$ cat src/hw/src_pkg.sv
/*
  Shared types and widths for the memory-to-stream source streamer.
  Job descriptor, memory request bundle and controller states.
  Referenced by scoped name from every RTL and testbench file.
*/

package src_pkg;

  // byte address width on the memory port
  localparam int unsigned ADDR_W = 32;
  // beat counter and stride width
  localparam int unsigned CNT_W  = 16;

  // one job as handed in on start_i, 64 bits
  typedef struct packed {
    logic [ADDR_W-1:0] base_addr; // first beat byte address
    logic [CNT_W-1:0]  stride;    // unsigned byte step between beats
    logic [CNT_W-1:0]  tot_len;   // beats in the job, at least 1
  } job_t;

  // load request towards memory, 33 bits
  typedef struct packed {
    logic              req;  // request valid, paired with gnt
    logic [ADDR_W-1:0] addr; // word aligned byte address
  } mem_req_t;

  // job controller states
  typedef enum logic [1:0] {
    SRC_IDLE      = 2'd0, // waiting for start
    SRC_PRESAMPLE = 2'd1, // address generator loads the job
    SRC_WORKING   = 2'd2, // requests going out
    SRC_DONE      = 2'd3  // all issued, draining responses
  } src_state_e;

endpackage

$ cat src/hw/src_addr_gen.sv
/*
  Request side of the streamer.
  Walks base + n*stride for tot_len beats after gen_start_i and issues one
  word aligned load per grant; the dropped byte offset goes to the response side.
*/

`timescale 1ns/1ps

module src_addr_gen (
  input  logic              clk_i,
  input  logic              rst_ni,
  input  src_pkg::job_t     job_i,        // held job from the controller
  input  logic              gen_start_i,  // load job, first req next cycle
  input  logic              stream_ready_i,
  output src_pkg::mem_req_t mem_req_o,
  input  logic              mem_gnt_i,
  output logic              issue_o,      // request granted this cycle
  output logic [1:0]        ofs_o,        // byte offset of the granted beat
  output logic              issued_all_o  // level, every beat issued
);

  logic [src_pkg::ADDR_W-1:0] addr_q;      // running byte address
  logic [src_pkg::CNT_W-1:0]  cnt_q;       // beats issued so far
  logic [src_pkg::CNT_W-1:0]  cnt_nxt;
  logic                       active_q;    // beats remain in this job
  logic                       issued_all_q;
  logic [src_pkg::ADDR_W-1:0] stride_ext;

  // stride is unsigned, zero extend to address width
  assign stride_ext = {{(src_pkg::ADDR_W-src_pkg::CNT_W){1'b0}}, job_i.stride};
  assign cnt_nxt    = cnt_q + 1'b1;

  // no new request while the stream is stalled
  assign mem_req_o.req  = active_q & stream_ready_i;
  assign mem_req_o.addr = {addr_q[src_pkg::ADDR_W-1:2], 2'b00}; // word aligned

  assign issue_o      = mem_req_o.req & mem_gnt_i;
  assign ofs_o        = addr_q[1:0]; // realign select for this beat
  assign issued_all_o = issued_all_q;

  always_ff @(posedge clk_i or negedge rst_ni) begin
    if (!rst_ni) begin
      addr_q       <= '0;
      cnt_q        <= '0;
      active_q     <= 1'b0;
      issued_all_q <= 1'b0;
    end else if (gen_start_i) begin
      // fresh job, counters from zero
      addr_q       <= job_i.base_addr;
      cnt_q        <= '0;
      active_q     <= 1'b1;
      issued_all_q <= 1'b0;
    end else if (issue_o) begin
      addr_q <= addr_q + stride_ext; // addr only moves on a grant
      cnt_q  <= cnt_nxt;
      if (cnt_nxt == job_i.tot_len) begin
        active_q     <= 1'b0; // last beat out
        issued_all_q <= 1'b1;
      end
    end
  end

endmodule

$ cat src/hw/src_ctrl.sv
/*
  Job controller of the streamer.
  Latches a job on start, kicks the address generator, then waits for
  all requests issued and all beats delivered before pulsing done.
  ready_o is high only in IDLE, so one job runs at a time.
*/

`timescale 1ns/1ps

module src_ctrl (
  input  logic                      clk_i,
  input  logic                      rst_ni,
  input  logic                      start_i,      // job strobe
  input  src_pkg::job_t             job_i,
  input  logic                      issued_all_i, // from the request side
  input  logic [src_pkg::CNT_W-1:0] beats_i,      // from the response side
  output src_pkg::job_t             job_o,        // held job
  output logic                      gen_start_o,
  output logic                      cnt_clr_o,
  output logic                      ready_o,
  output logic                      done_o
);

  src_pkg::src_state_e state_q, state_d;
  src_pkg::job_t       job_q;
  logic                accept;
  logic                all_beats; // every beat left the stream

  assign accept    = start_i & ready_o; // start while busy is dropped
  assign all_beats = (beats_i == job_q.tot_len);

  // held job, loaded on accept
  always_ff @(posedge clk_i) begin
    if (accept) job_q <= job_i;
  end

  assign job_o = job_q;

  always_ff @(posedge clk_i or negedge rst_ni) begin
    if (!rst_ni) state_q <= src_pkg::SRC_IDLE;
    else         state_q <= state_d;
  end

  always_comb begin
    state_d     = state_q;
    gen_start_o = 1'b0;
    cnt_clr_o   = 1'b0;
    done_o      = 1'b0;
    ready_o     = 1'b0;
    case (state_q)
      src_pkg::SRC_IDLE: begin
        ready_o = 1'b1;
        if (start_i) state_d = src_pkg::SRC_PRESAMPLE;
      end
      src_pkg::SRC_PRESAMPLE: begin
        gen_start_o = 1'b1; // addr gen loads job_q
        state_d     = src_pkg::SRC_WORKING;
      end
      src_pkg::SRC_WORKING: begin
        if (issued_all_i) state_d = src_pkg::SRC_DONE;
      end
      src_pkg::SRC_DONE: begin
        // responses may still be in flight
        if (all_beats) begin
          done_o    = 1'b1;
          cnt_clr_o = 1'b1;
          state_d   = src_pkg::SRC_IDLE;
        end
      end
      default: state_d = src_pkg::SRC_IDLE;
    endcase
  end

endmodule

$ cat src/hw/src_offset_fifo.sv
/*
  Small circular FIFO of 2-bit byte offsets.
  Pushed on every granted load, popped on every stream transfer.
  Head is read combinationally; no back-pressure towards the pusher.
*/

`timescale 1ns/1ps

module src_offset_fifo #(
  parameter int unsigned DEPTH = 8 // must cover outstanding loads
) (
  input  logic       clk_i,
  input  logic       rst_ni,
  input  logic       push_i,
  input  logic [1:0] data_i,
  input  logic       pop_i,
  output logic [1:0] data_o,  // head entry
  output logic       empty_o,
  output logic       full_o
);

  localparam int unsigned PTR_W = (DEPTH > 1) ? $clog2(DEPTH) : 1;
  localparam int unsigned OCC_W = $clog2(DEPTH + 1);

  logic [1:0]       mem_q [DEPTH];
  logic [PTR_W-1:0] wr_ptr_q, rd_ptr_q;
  logic [OCC_W-1:0] occ_q;   // entries held
  logic             do_push, do_pop;

  assign empty_o = (occ_q == '0);
  assign full_o  = (occ_q == OCC_W'(DEPTH));
  assign data_o  = mem_q[rd_ptr_q];

  // overflow and underflow leave the state untouched
  assign do_push = push_i & ~full_o;
  assign do_pop  = pop_i & ~empty_o;

  always_ff @(posedge clk_i) begin
    if (do_push) mem_q[wr_ptr_q] <= data_i;
  end

  always_ff @(posedge clk_i or negedge rst_ni) begin
    if (!rst_ni) begin
      wr_ptr_q <= '0;
      rd_ptr_q <= '0;
      occ_q    <= '0;
    end else begin
      if (do_push) wr_ptr_q <= (wr_ptr_q == PTR_W'(DEPTH-1)) ? '0 : wr_ptr_q + 1'b1;
      if (do_pop)  rd_ptr_q <= (rd_ptr_q == PTR_W'(DEPTH-1)) ? '0 : rd_ptr_q + 1'b1;
      if (do_push & ~do_pop)      occ_q <= occ_q + 1'b1;
      else if (do_pop & ~do_push) occ_q <= occ_q - 1'b1;
    end
  end

endmodule

$ cat src/hw/src_response.sv
/*
  Response side of the streamer.
  Cuts each memory response (one word wider than the stream) down to a
  stream beat, using the byte offset queued when the load was granted,
  and counts transferred beats for the controller.
*/

`timescale 1ns/1ps

module src_response #(
  parameter int unsigned STREAM_DW = 32, // multiple of 32
  parameter int unsigned OFS_DEPTH = 8
) (
  input  logic                      clk_i,
  input  logic                      rst_ni,
  input  logic                      issue_i,   // load granted
  input  logic [1:0]                ofs_i,     // its byte offset
  input  logic                      cnt_clr_i, // end of job
  input  logic                      mem_r_valid_i,
  input  logic [STREAM_DW+32-1:0]   mem_r_data_i,
  output logic                      mem_r_ready_o,
  output logic                      stream_valid_o,
  output logic [STREAM_DW-1:0]      stream_data_o,
  input  logic                      stream_ready_i,
  output logic [src_pkg::CNT_W-1:0] beats_o
);

  localparam int unsigned MEM_DW = STREAM_DW + 32;

  logic [1:0]                ofs_head;  // offset of the oldest load
  logic                      ofs_empty; // fifo status, seen by the checker
  logic                      ofs_full;
  logic                      xfer;      // beat accepted downstream
  logic [src_pkg::CNT_W-1:0] beats_q;

  // responses come back in order, so head offset matches the response
  src_offset_fifo #(
    .DEPTH   ( OFS_DEPTH )
  ) i_ofs_fifo (
    .clk_i   ( clk_i     ),
    .rst_ni  ( rst_ni    ),
    .push_i  ( issue_i   ),
    .data_i  ( ofs_i     ),
    .pop_i   ( xfer      ),
    .data_o  ( ofs_head  ),
    .empty_o ( ofs_empty ),
    .full_o  ( ofs_full  )
  );

  // memory holds its response while the stream stalls
  assign mem_r_ready_o  = stream_ready_i;
  assign stream_valid_o = mem_r_valid_i;
  assign xfer           = stream_valid_o & stream_ready_i;

  // pick bytes k .. k+STREAM_DW/8-1 of the wide response
  always_comb begin
    stream_data_o = mem_r_data_i[STREAM_DW-1:0];
    case (ofs_head)
      2'd0: stream_data_o = mem_r_data_i[STREAM_DW-1:0];
      2'd1: stream_data_o = mem_r_data_i[STREAM_DW+7:8];
      2'd2: stream_data_o = mem_r_data_i[STREAM_DW+15:16];
      2'd3: stream_data_o = mem_r_data_i[MEM_DW-9:24]; // top byte unused
      default: ;
    endcase
  end

  // delivered beat count, one cycle behind the transfer
  always_ff @(posedge clk_i or negedge rst_ni) begin
    if (!rst_ni)        beats_q <= '0;
    else if (cnt_clr_i) beats_q <= '0;
    else if (xfer)      beats_q <= beats_q + 1'b1;
  end

  assign beats_o = beats_q;

endmodule

$ cat src/hw/src_streamer_top.sv
/*
  Top of the memory-to-stream source streamer.
  Takes one job (base, stride, length), loads it word by word over a
  req/gnt memory port and emits realigned beats on a valid/ready stream.
*/

`timescale 1ns/1ps

module src_streamer_top #(
  parameter int unsigned STREAM_DW = 32, // stream width, multiple of 32
  parameter int unsigned OFS_DEPTH = 8   // max outstanding loads
) (
  input  logic                    clk_i,
  input  logic                    rst_ni,
  // job
  input  logic                    start_i,
  input  src_pkg::job_t           job_i,
  output logic                    ready_o,
  output logic                    done_o,
  // memory port
  output src_pkg::mem_req_t       mem_req_o,
  input  logic                    mem_gnt_i,
  input  logic                    mem_r_valid_i,
  input  logic [STREAM_DW+32-1:0] mem_r_data_i,
  output logic                    mem_r_ready_o,
  // output stream
  output logic                    stream_valid_o,
  output logic [STREAM_DW-1:0]    stream_data_o,
  input  logic                    stream_ready_i
);

  src_pkg::job_t             job_q;
  logic                      gen_start, cnt_clr;
  logic                      issue, issued_all;
  logic [1:0]                ofs;
  logic [src_pkg::CNT_W-1:0] beats;

  src_ctrl i_ctrl (
    .clk_i, .rst_ni,
    .start_i,
    .job_i,
    .issued_all_i ( issued_all ),
    .beats_i      ( beats      ),
    .job_o        ( job_q      ),
    .gen_start_o  ( gen_start  ),
    .cnt_clr_o    ( cnt_clr    ),
    .ready_o,
    .done_o
  );

  src_addr_gen i_addr_gen (
    .clk_i, .rst_ni,
    .job_i        ( job_q      ),
    .gen_start_i  ( gen_start  ),
    .stream_ready_i,
    .mem_req_o,
    .mem_gnt_i,
    .issue_o      ( issue      ),
    .ofs_o        ( ofs        ),
    .issued_all_o ( issued_all )
  );

  src_response #(
    .STREAM_DW ( STREAM_DW ),
    .OFS_DEPTH ( OFS_DEPTH )
  ) i_response (
    .clk_i, .rst_ni,
    .issue_i   ( issue   ),
    .ofs_i     ( ofs     ),
    .cnt_clr_i ( cnt_clr ),
    .mem_r_valid_i, .mem_r_data_i, .mem_r_ready_o,
    .stream_valid_o, .stream_data_o, .stream_ready_i,
    .beats_o   ( beats   )
  );

endmodule

$ cat config.mk
export PLATFORM = sky130hd
export DESIGN_NAME = src_streamer_top
export DESIGN_NICKNAME = d
export VERILOG_FILES = /design/src/hw/src_pkg.sv /design/src/hw/src_addr_gen.sv /design/src/hw/src_ctrl.sv /design/src/hw/src_offset_fifo.sv /design/src/hw/src_response.sv /design/src/hw/src_streamer_top.sv
export SDC_FILE = /design/constraint.sdc
export NUM_CORES = 1
export LEC_CHECK = 0
export BUFFER_PORTS_ARGS = -buffer_cell sky130_fd_sc_hd__buf_2
export CORE_UTILIZATION = 35
export DETAILED_ROUTE_END_ITERATION = 8
export GPL_ROUTABILITY_DRIVEN = 0
export HOLD_SLACK_MARGIN = 0.05
export SETUP_SLACK_MARGIN = 0.3
export SLEW_MARGIN = 40
export SYNTH_ARGS = -nofsm -noshare
export SYNTH_HDL_FRONTEND = slang
export SYNTH_SLANG_ARGS = --single-unit
$ cat constraint.sdc
create_clock -name clk_i -period 2.4 [get_ports clk_i]
set_input_delay 0.6 -clock clk_i [delete_from_list [all_inputs] [get_ports clk_i]]
set_output_delay 0.6 -clock clk_i [all_outputs]
set_load 0.01 [all_outputs]
* After elaboration in Yosys (flattened, before gate mapping)
Memory sizes are Yosys's and may differ from the RTL's. Index checks and enable logic that the tools add are counted.
Word-level totals: register bits 142, bits in writable memories 16, output and inout bits 69, logic and storage cells 82, memories kept 1
Memory list:
- i_response.i_ofs_fifo.mem_q | words 8, bits a word 2, rd ports 1, clocked after memory_dff 0, wr ports 1, RTL line src_offset_fifo.sv:25 | logic [1:0] mem_q [DEPTH];
Operators by class: add/sub/neg operators 7, equal/unequal tests 14, multiplexer cells 27, bitwise operators 12, reductions and logical operators 9
Operators with widths (number):
- one-hot mux 32 bit (4 select lines) | 1
- two-way mux 16 bit | 4
- two-way mux 32 bit | 2
- adder 16 x 1 -> 16 bit (second input constant) | 2
- adder 32 x 16 -> 32 bit | 1
- == test 16 bit | 2
- two-way mux 1 bit | 12
- AND 1 bit | 8
- == test 2 bit (second input constant) | 4
- two-way mux 4 bit | 2
- one-hot mux 2 bit (4 select lines) | 1
- nonzero test 2 bit | 4
- adder 3 x 1 -> 3 bit (second input constant) | 2
- == test 3 bit (second input constant) | 2
- two-way mux 2 bit | 3
- two-way mux 3 bit | 2
- adder 4 x 1 -> 4 bit (second input constant) | 1
- == test 2 x 1 -> 1 bit (second input constant) | 2
- == test 4 bit (second input constant) | 1
- logical NOT 2 bit | 2
- logical NOT 4 bit | 1
- != test 2 x 1 -> 1 bit (second input constant) | 2
- NOT 1 bit | 4
- subtractor 4 x 1 -> 4 bit (second input constant) | 1
- 3 further kinds | 3

* Longest topological paths before layout
depth after elaboration 7, gate-level depth with buffers 11, depth with buffers taken out 11

* Cells and area by module
Synthesis repeated with hierarchy kept, for this count alone.
Unflattened totals: cells, all modules 820, area total of the unflattened synthesis 9335.2 µm²
Modules (own cells, without submodules):
- src_addr_gen | times used 1, cells each 496, area an instance 4071.4 µm², sequential area each 1251.2 µm²
- src_ctrl | times used 1, cells each 104, area an instance 2298.5 µm², sequential area each 1971.9 µm²
- src_response | times used 1, cells each 131, area an instance 1656.6 µm², sequential area each 400.4 µm²
- src_offset_fifo | times used 1, cells each 89, area an instance 1308.8 µm², sequential area each 730.7 µm²

* Worst setup path after synthesis
OpenSTA, ideal clock, no wires.
kind reg2reg, from register i_ctrl.state_q[0], to register i_ctrl.job_o[0] (netlist name), setup time 0.429 ns, arrival time 2.254 ns, data required time 1.971 ns, slack -0.282 ns, cell stages (with the launch flop) 4, clock period less this slack 2.682 ns, cell sequence dfrtp_1 > inv_1 > ha_1 > and2_1
On the way: cells in the longest elaborated chain, start to end 3
Ends and longest elaborated chain:
- start: declaration | RTL line src_ctrl.sv:24 | src_pkg::src_state_e state_q, state_d;
- start signal: assignment | RTL line src_ctrl.sv:40 | if (!rst_ni) state_q <= src_pkg::SRC_IDLE;
- start signal: assignment | RTL line src_ctrl.sv:41 | else state_q <= state_d;
- logical NOT 2 bit | RTL line src_ctrl.sv:50 | case (state_q)
- two-way mux 1 bit | RTL line src_ctrl.sv:50
- named net ready_o | RTL line src_streamer_top.sv:18 | output logic ready_o,
- AND 1 bit | RTL line src_ctrl.sv:29 | assign accept = start_i & ready_o;
- named net i_ctrl.accept | RTL line src_ctrl.sv:26 | logic accept;
The timed path passes the listed nets, and every way through them passes these cells. A chain may end at the register's enable or synchronous reset.

* Final worst setup path
from register i_response.i_ofs_fifo.rd_ptr_q[0], to output port stream_data_o[19]
On the way: cells in the longest elaborated chain, start to end 3, elaborated cells on any way between the ends 6
Ends and longest elaborated chain:
- start: declaration | RTL line src_offset_fifo.sv:26 | logic [PTR_W-1:0] wr_ptr_q, rd_ptr_q;
- start signal: assignment | RTL line src_offset_fifo.sv:49 | if (do_pop) rd_ptr_q <= (rd_ptr_q == PTR_W'(DEPTH-1)) ? '0 : rd_ptr_q + 1'b1;
- memory (8 x 2 bit) (*)
- == test 2 bit, or another cell as far along | RTL line src_response.sv:58 | case (ofs_head)
- one-hot mux 32 bit (4 select lines) (*) | RTL line src_response.sv:58
- end: declaration | RTL line src_streamer_top.sv:28 | output logic [STREAM_DW-1:0] stream_data_o,
Every way passes the cells marked *; elsewhere a longest branch is shown, timed or not.

==> metrics.md <==
| Metric | Value |
|---|---|
| Outcome | finished with violations |
| Failing checks | setup timing |
| Final Core Density | 49.0% |
| CTS tree | done |
| Slowest stage cell, crit path | mux4_2 |
| I/O pin cnt | 203 |
| Most Frequent Cell on Critical Path | buf_12 |
| Hold Buf Count CTS | 0 |
| Share of the yosys chip area belonging to registers | 49.0% |
| Root Driver | clkbuf_16 |
| Initial core utilization | 36.1% |
| EDFF count, synth | 80 |
| GRT Overall Usage | 17.2% |
| Via count of the routed design | 6896 |
| Req. time, crit path | 1800 ps |
| Initial antenna violation count | 0 |
| CP startpoint kind | register |
| FF-to-FF setup slack | 80 ps |
| P_leak | 5.07 nW |
| Final wirelength | 22200 um |
| Number of antenna diodes | 0 |
| Largest stage delay, worst path | 530 ps |
| Die Ht | 161 um |
| Post-synthesis cell area | 8880 sq um |
| Worst-skew pair later-pin latency | 430 ps |
| Total CTS buffers | 17 |
| Share of cells above drive strength 1 | 41.4% |
| Vias in the first global route | 6735 |
| Filler cells | 2220 |
| Worst IR drop on VDD | 0.623 mV |
| Power, Total | 14.9 mW |
| Worst Path Max Fanout | 15 |
| RSZ-0062 raised after global routing | yes |
| Max Buffers Root-to-Sink | 2 |
| Fin worst setup slack | -603 ps |
| Syn Inst Count | 812 |
| CTS sink cnt | 158 |
| NumNets Final | 1230 |
| Final Critical Period | 3000 ps |
| IO buf count | 192 |
| Clock transition at path regs | 70 ps |
| Max Cap Viol | 0 |
| Worst setup path class | reg2out |
| Cell Pwr Density | 1230 nW/um^2 |
| First-pass GRT wire length | 35000 um |
| Yosys reg bits | 158 |
| Row count | 57 |
| Async SR Flop Fraction | 49.4% |
| FF-to-FF Start | i_ctrl.job_o[17] |
| Detailed Routing Iterations Pass 1 | 4 |
| Final slew viol count | 0 |
| Final setup viols | 33 |
| Multi-input logic area | 4740 sq um |
| Layout Skew | 10.8 ps |
| Crit. End Element | output port |
| Crit-path leading delay family | multiplexers |
| Wire per inst | 15.9 um |
| Largest net degree at the start of global routing | 87 |
| Yosys cell types | 65 |
| GRT overflow | 0 |
| Worst-margin pin slew | 626 ps |
| Mean post-synth cell area | 10.9 sq um |
| Residual DRC | 0 |
| 1st-iter DRT viols | 285 |
| Post-DP HPWL | 15700 um |
| Die Wd | 161 um |
| Routed Antenna Nets | 0 |
| Worst Setup SP | i_response.i_ofs_fifo.rd_ptr_q[0] |
| Hold Slack | 148 ps |
| Syn-to-layout area delta | 35.8% |
| Vias per inst | 4.92 |
| Final hold vios | 0 |
| Die Area | 26000 sq um |
| FF+latch area | 4360 sq um |
| Worst flop-to-flop path endpoint | i_addr_gen.addr_q[31] |
| Worst reg2reg path depth | 9 |
| CP Buf/Inv Count | 3 |
| Yosys Warn Count | 0 |
| Max Clock Freq | 333 MHz |
| Core box area | 24600 sq um |
| Tcrit/Tclk final | 125% |
| CP arrival | 2400 ps |
| Htree depth | 4 |
| Top FF cell, synth | edfxtp_1 |
| Worst path cell trace | mux4_2 -> mux2i_4 -> buf_12 -> buf_12 -> mux2i_2 -> mux2i_1 -> buf_2 |
| Hold WC Path Type | in2async |
| Slew headroom | 58.2% |
stage by stage:
stage	setup slack (ps)	area (sq um)	cells	TNS [ps]
2_1_floorplan	-41.6	8980	813	-271
5_1_grt	-710	12100	1402	-21260
3_5_place_dp	-231	10500	1331	-5870
3_3_place_gp	-209	10500	1331	-5270
4_1_cts	-612	11700	1384	-18650
6_report	-603	12100	1402	-17560
layout make-up:
cell class,instances,share of cell area (%)
Sequential cell,158,36.1
Clock buffer,19,3.85
Clock inverter,13,1.14
Multi-Input combinational cell,578,39.3
Timing Repair Buffer,293,15.6
Inverter,17,0.550
Tap cell,324,3.36
timing repair:
| action | 4_1_cts | 5_1_grt |
|---|---|---|
| setup endpoints to repair | 59 | 64 |
| gates resized for setup | 70 | 57 |
| pin swaps | 38 | 28 |
| buffers inserted | 21 | 18 |
kinds of logic (layout without fill, tap and decap cells):
family,after synthesis,count (layout),share of synthesized area (%)
DFF,158,158,49.0
AOI/OAI and AO/OA,135,135,9.86
buffers and inverters,77,342,5.01
xor gates and xnor gates,92,92,9.07
adders and majority gates,31,31,4.54
and+or+nand+nor,244,244,13.4
muxes,74,74,9.02
other,1,2,0.0422
how the worst max path moves through the flow:
stage | cells past startpoint | to | slack (ps)
finish | 7 | stream_data_o[19] | -600
global route | 7 | stream_data_o[27] | -710
CTS | 7 | stream_data_o[22] | -610
detailed placement | 7 | stream_data_o[22] | -230
global placement | 7 | stream_data_o[14] | -210
floorplan | 7 | stream_data_o[14] | -40
sequential cells by signal, summed over array words and instances, names as in the netlist:
register and cells:
i_addr_gen.active_q 1, i_response.i_ofs_fifo.rd_ptr_q 3, i_response.i_ofs_fifo.wr_ptr_q 3, i_addr_gen.issued_all_o 1, i_ctrl.state_q 2, i_addr_gen.addr_q 32, i_response.i_ofs_fifo.occ_q 4, i_response.i_ofs_fifo.mem_q 16
i_response.beats_o 16, i_addr_gen.cnt_q 16, i_ctrl.job_o 64
where the power goes:
| part | switching (mW) | internal [mW] |
|---|---|---|
| clock | 1.21 | 1.56 |
| combinational | 3.97 | 3.89 |
| sequential | 0.623 | 3.64 |
| total | 5.80 | 9.09 |
synth_stat cells, drive strengths merged (8+ instances only):
master	count	area [sq um]
a211oi	16	120
a21oi	36	191
and3	14	88.8
buf	45	325
clkbuf	15	56.3
dfrtp	78	1950
edfxtp	80	2400
ha	29	363
inv	17	63.8
mux2	8	90.1
mux2i	62	621
nand2	77	289
nand3	19	110
nand4	11	83.8
nor2	68	258
nor2b	9	56.3
nor3	11	66.3
o21ai	47	239
xnor2	43	377
xor2	49	429
routing by layer:
metal | routed length (um) | track usage, % | part of all wire (%)
met3 | 1050 | 3.24 | 4.7
met2 | 10900 | 28.9 | 49
met1 | 9750 | 21.8 | 44
met5 | 0 | 0 | 0
met4 | 504 | 6.95 | 2.3
cells in the final DEF (no fill, tap or decap), drive strengths merged, types with 6 or more instances in the layout:
cell type and count:
buf 293, edfxtp 80, dfrtp 78, nand2 77, nor2 68, mux2i 62, xor2 49, o21ai 47
xnor2 43, a21oi 36, ha 29, inv 25, clkbuf 19, nand3 19, a211oi 16, and3 14
nand4 11, nor3 11, nor2b 9, mux2 8, nor3b 6, nor4 6, a31oi 6, a2111oi 6
(Power assumes the default switching activity.)
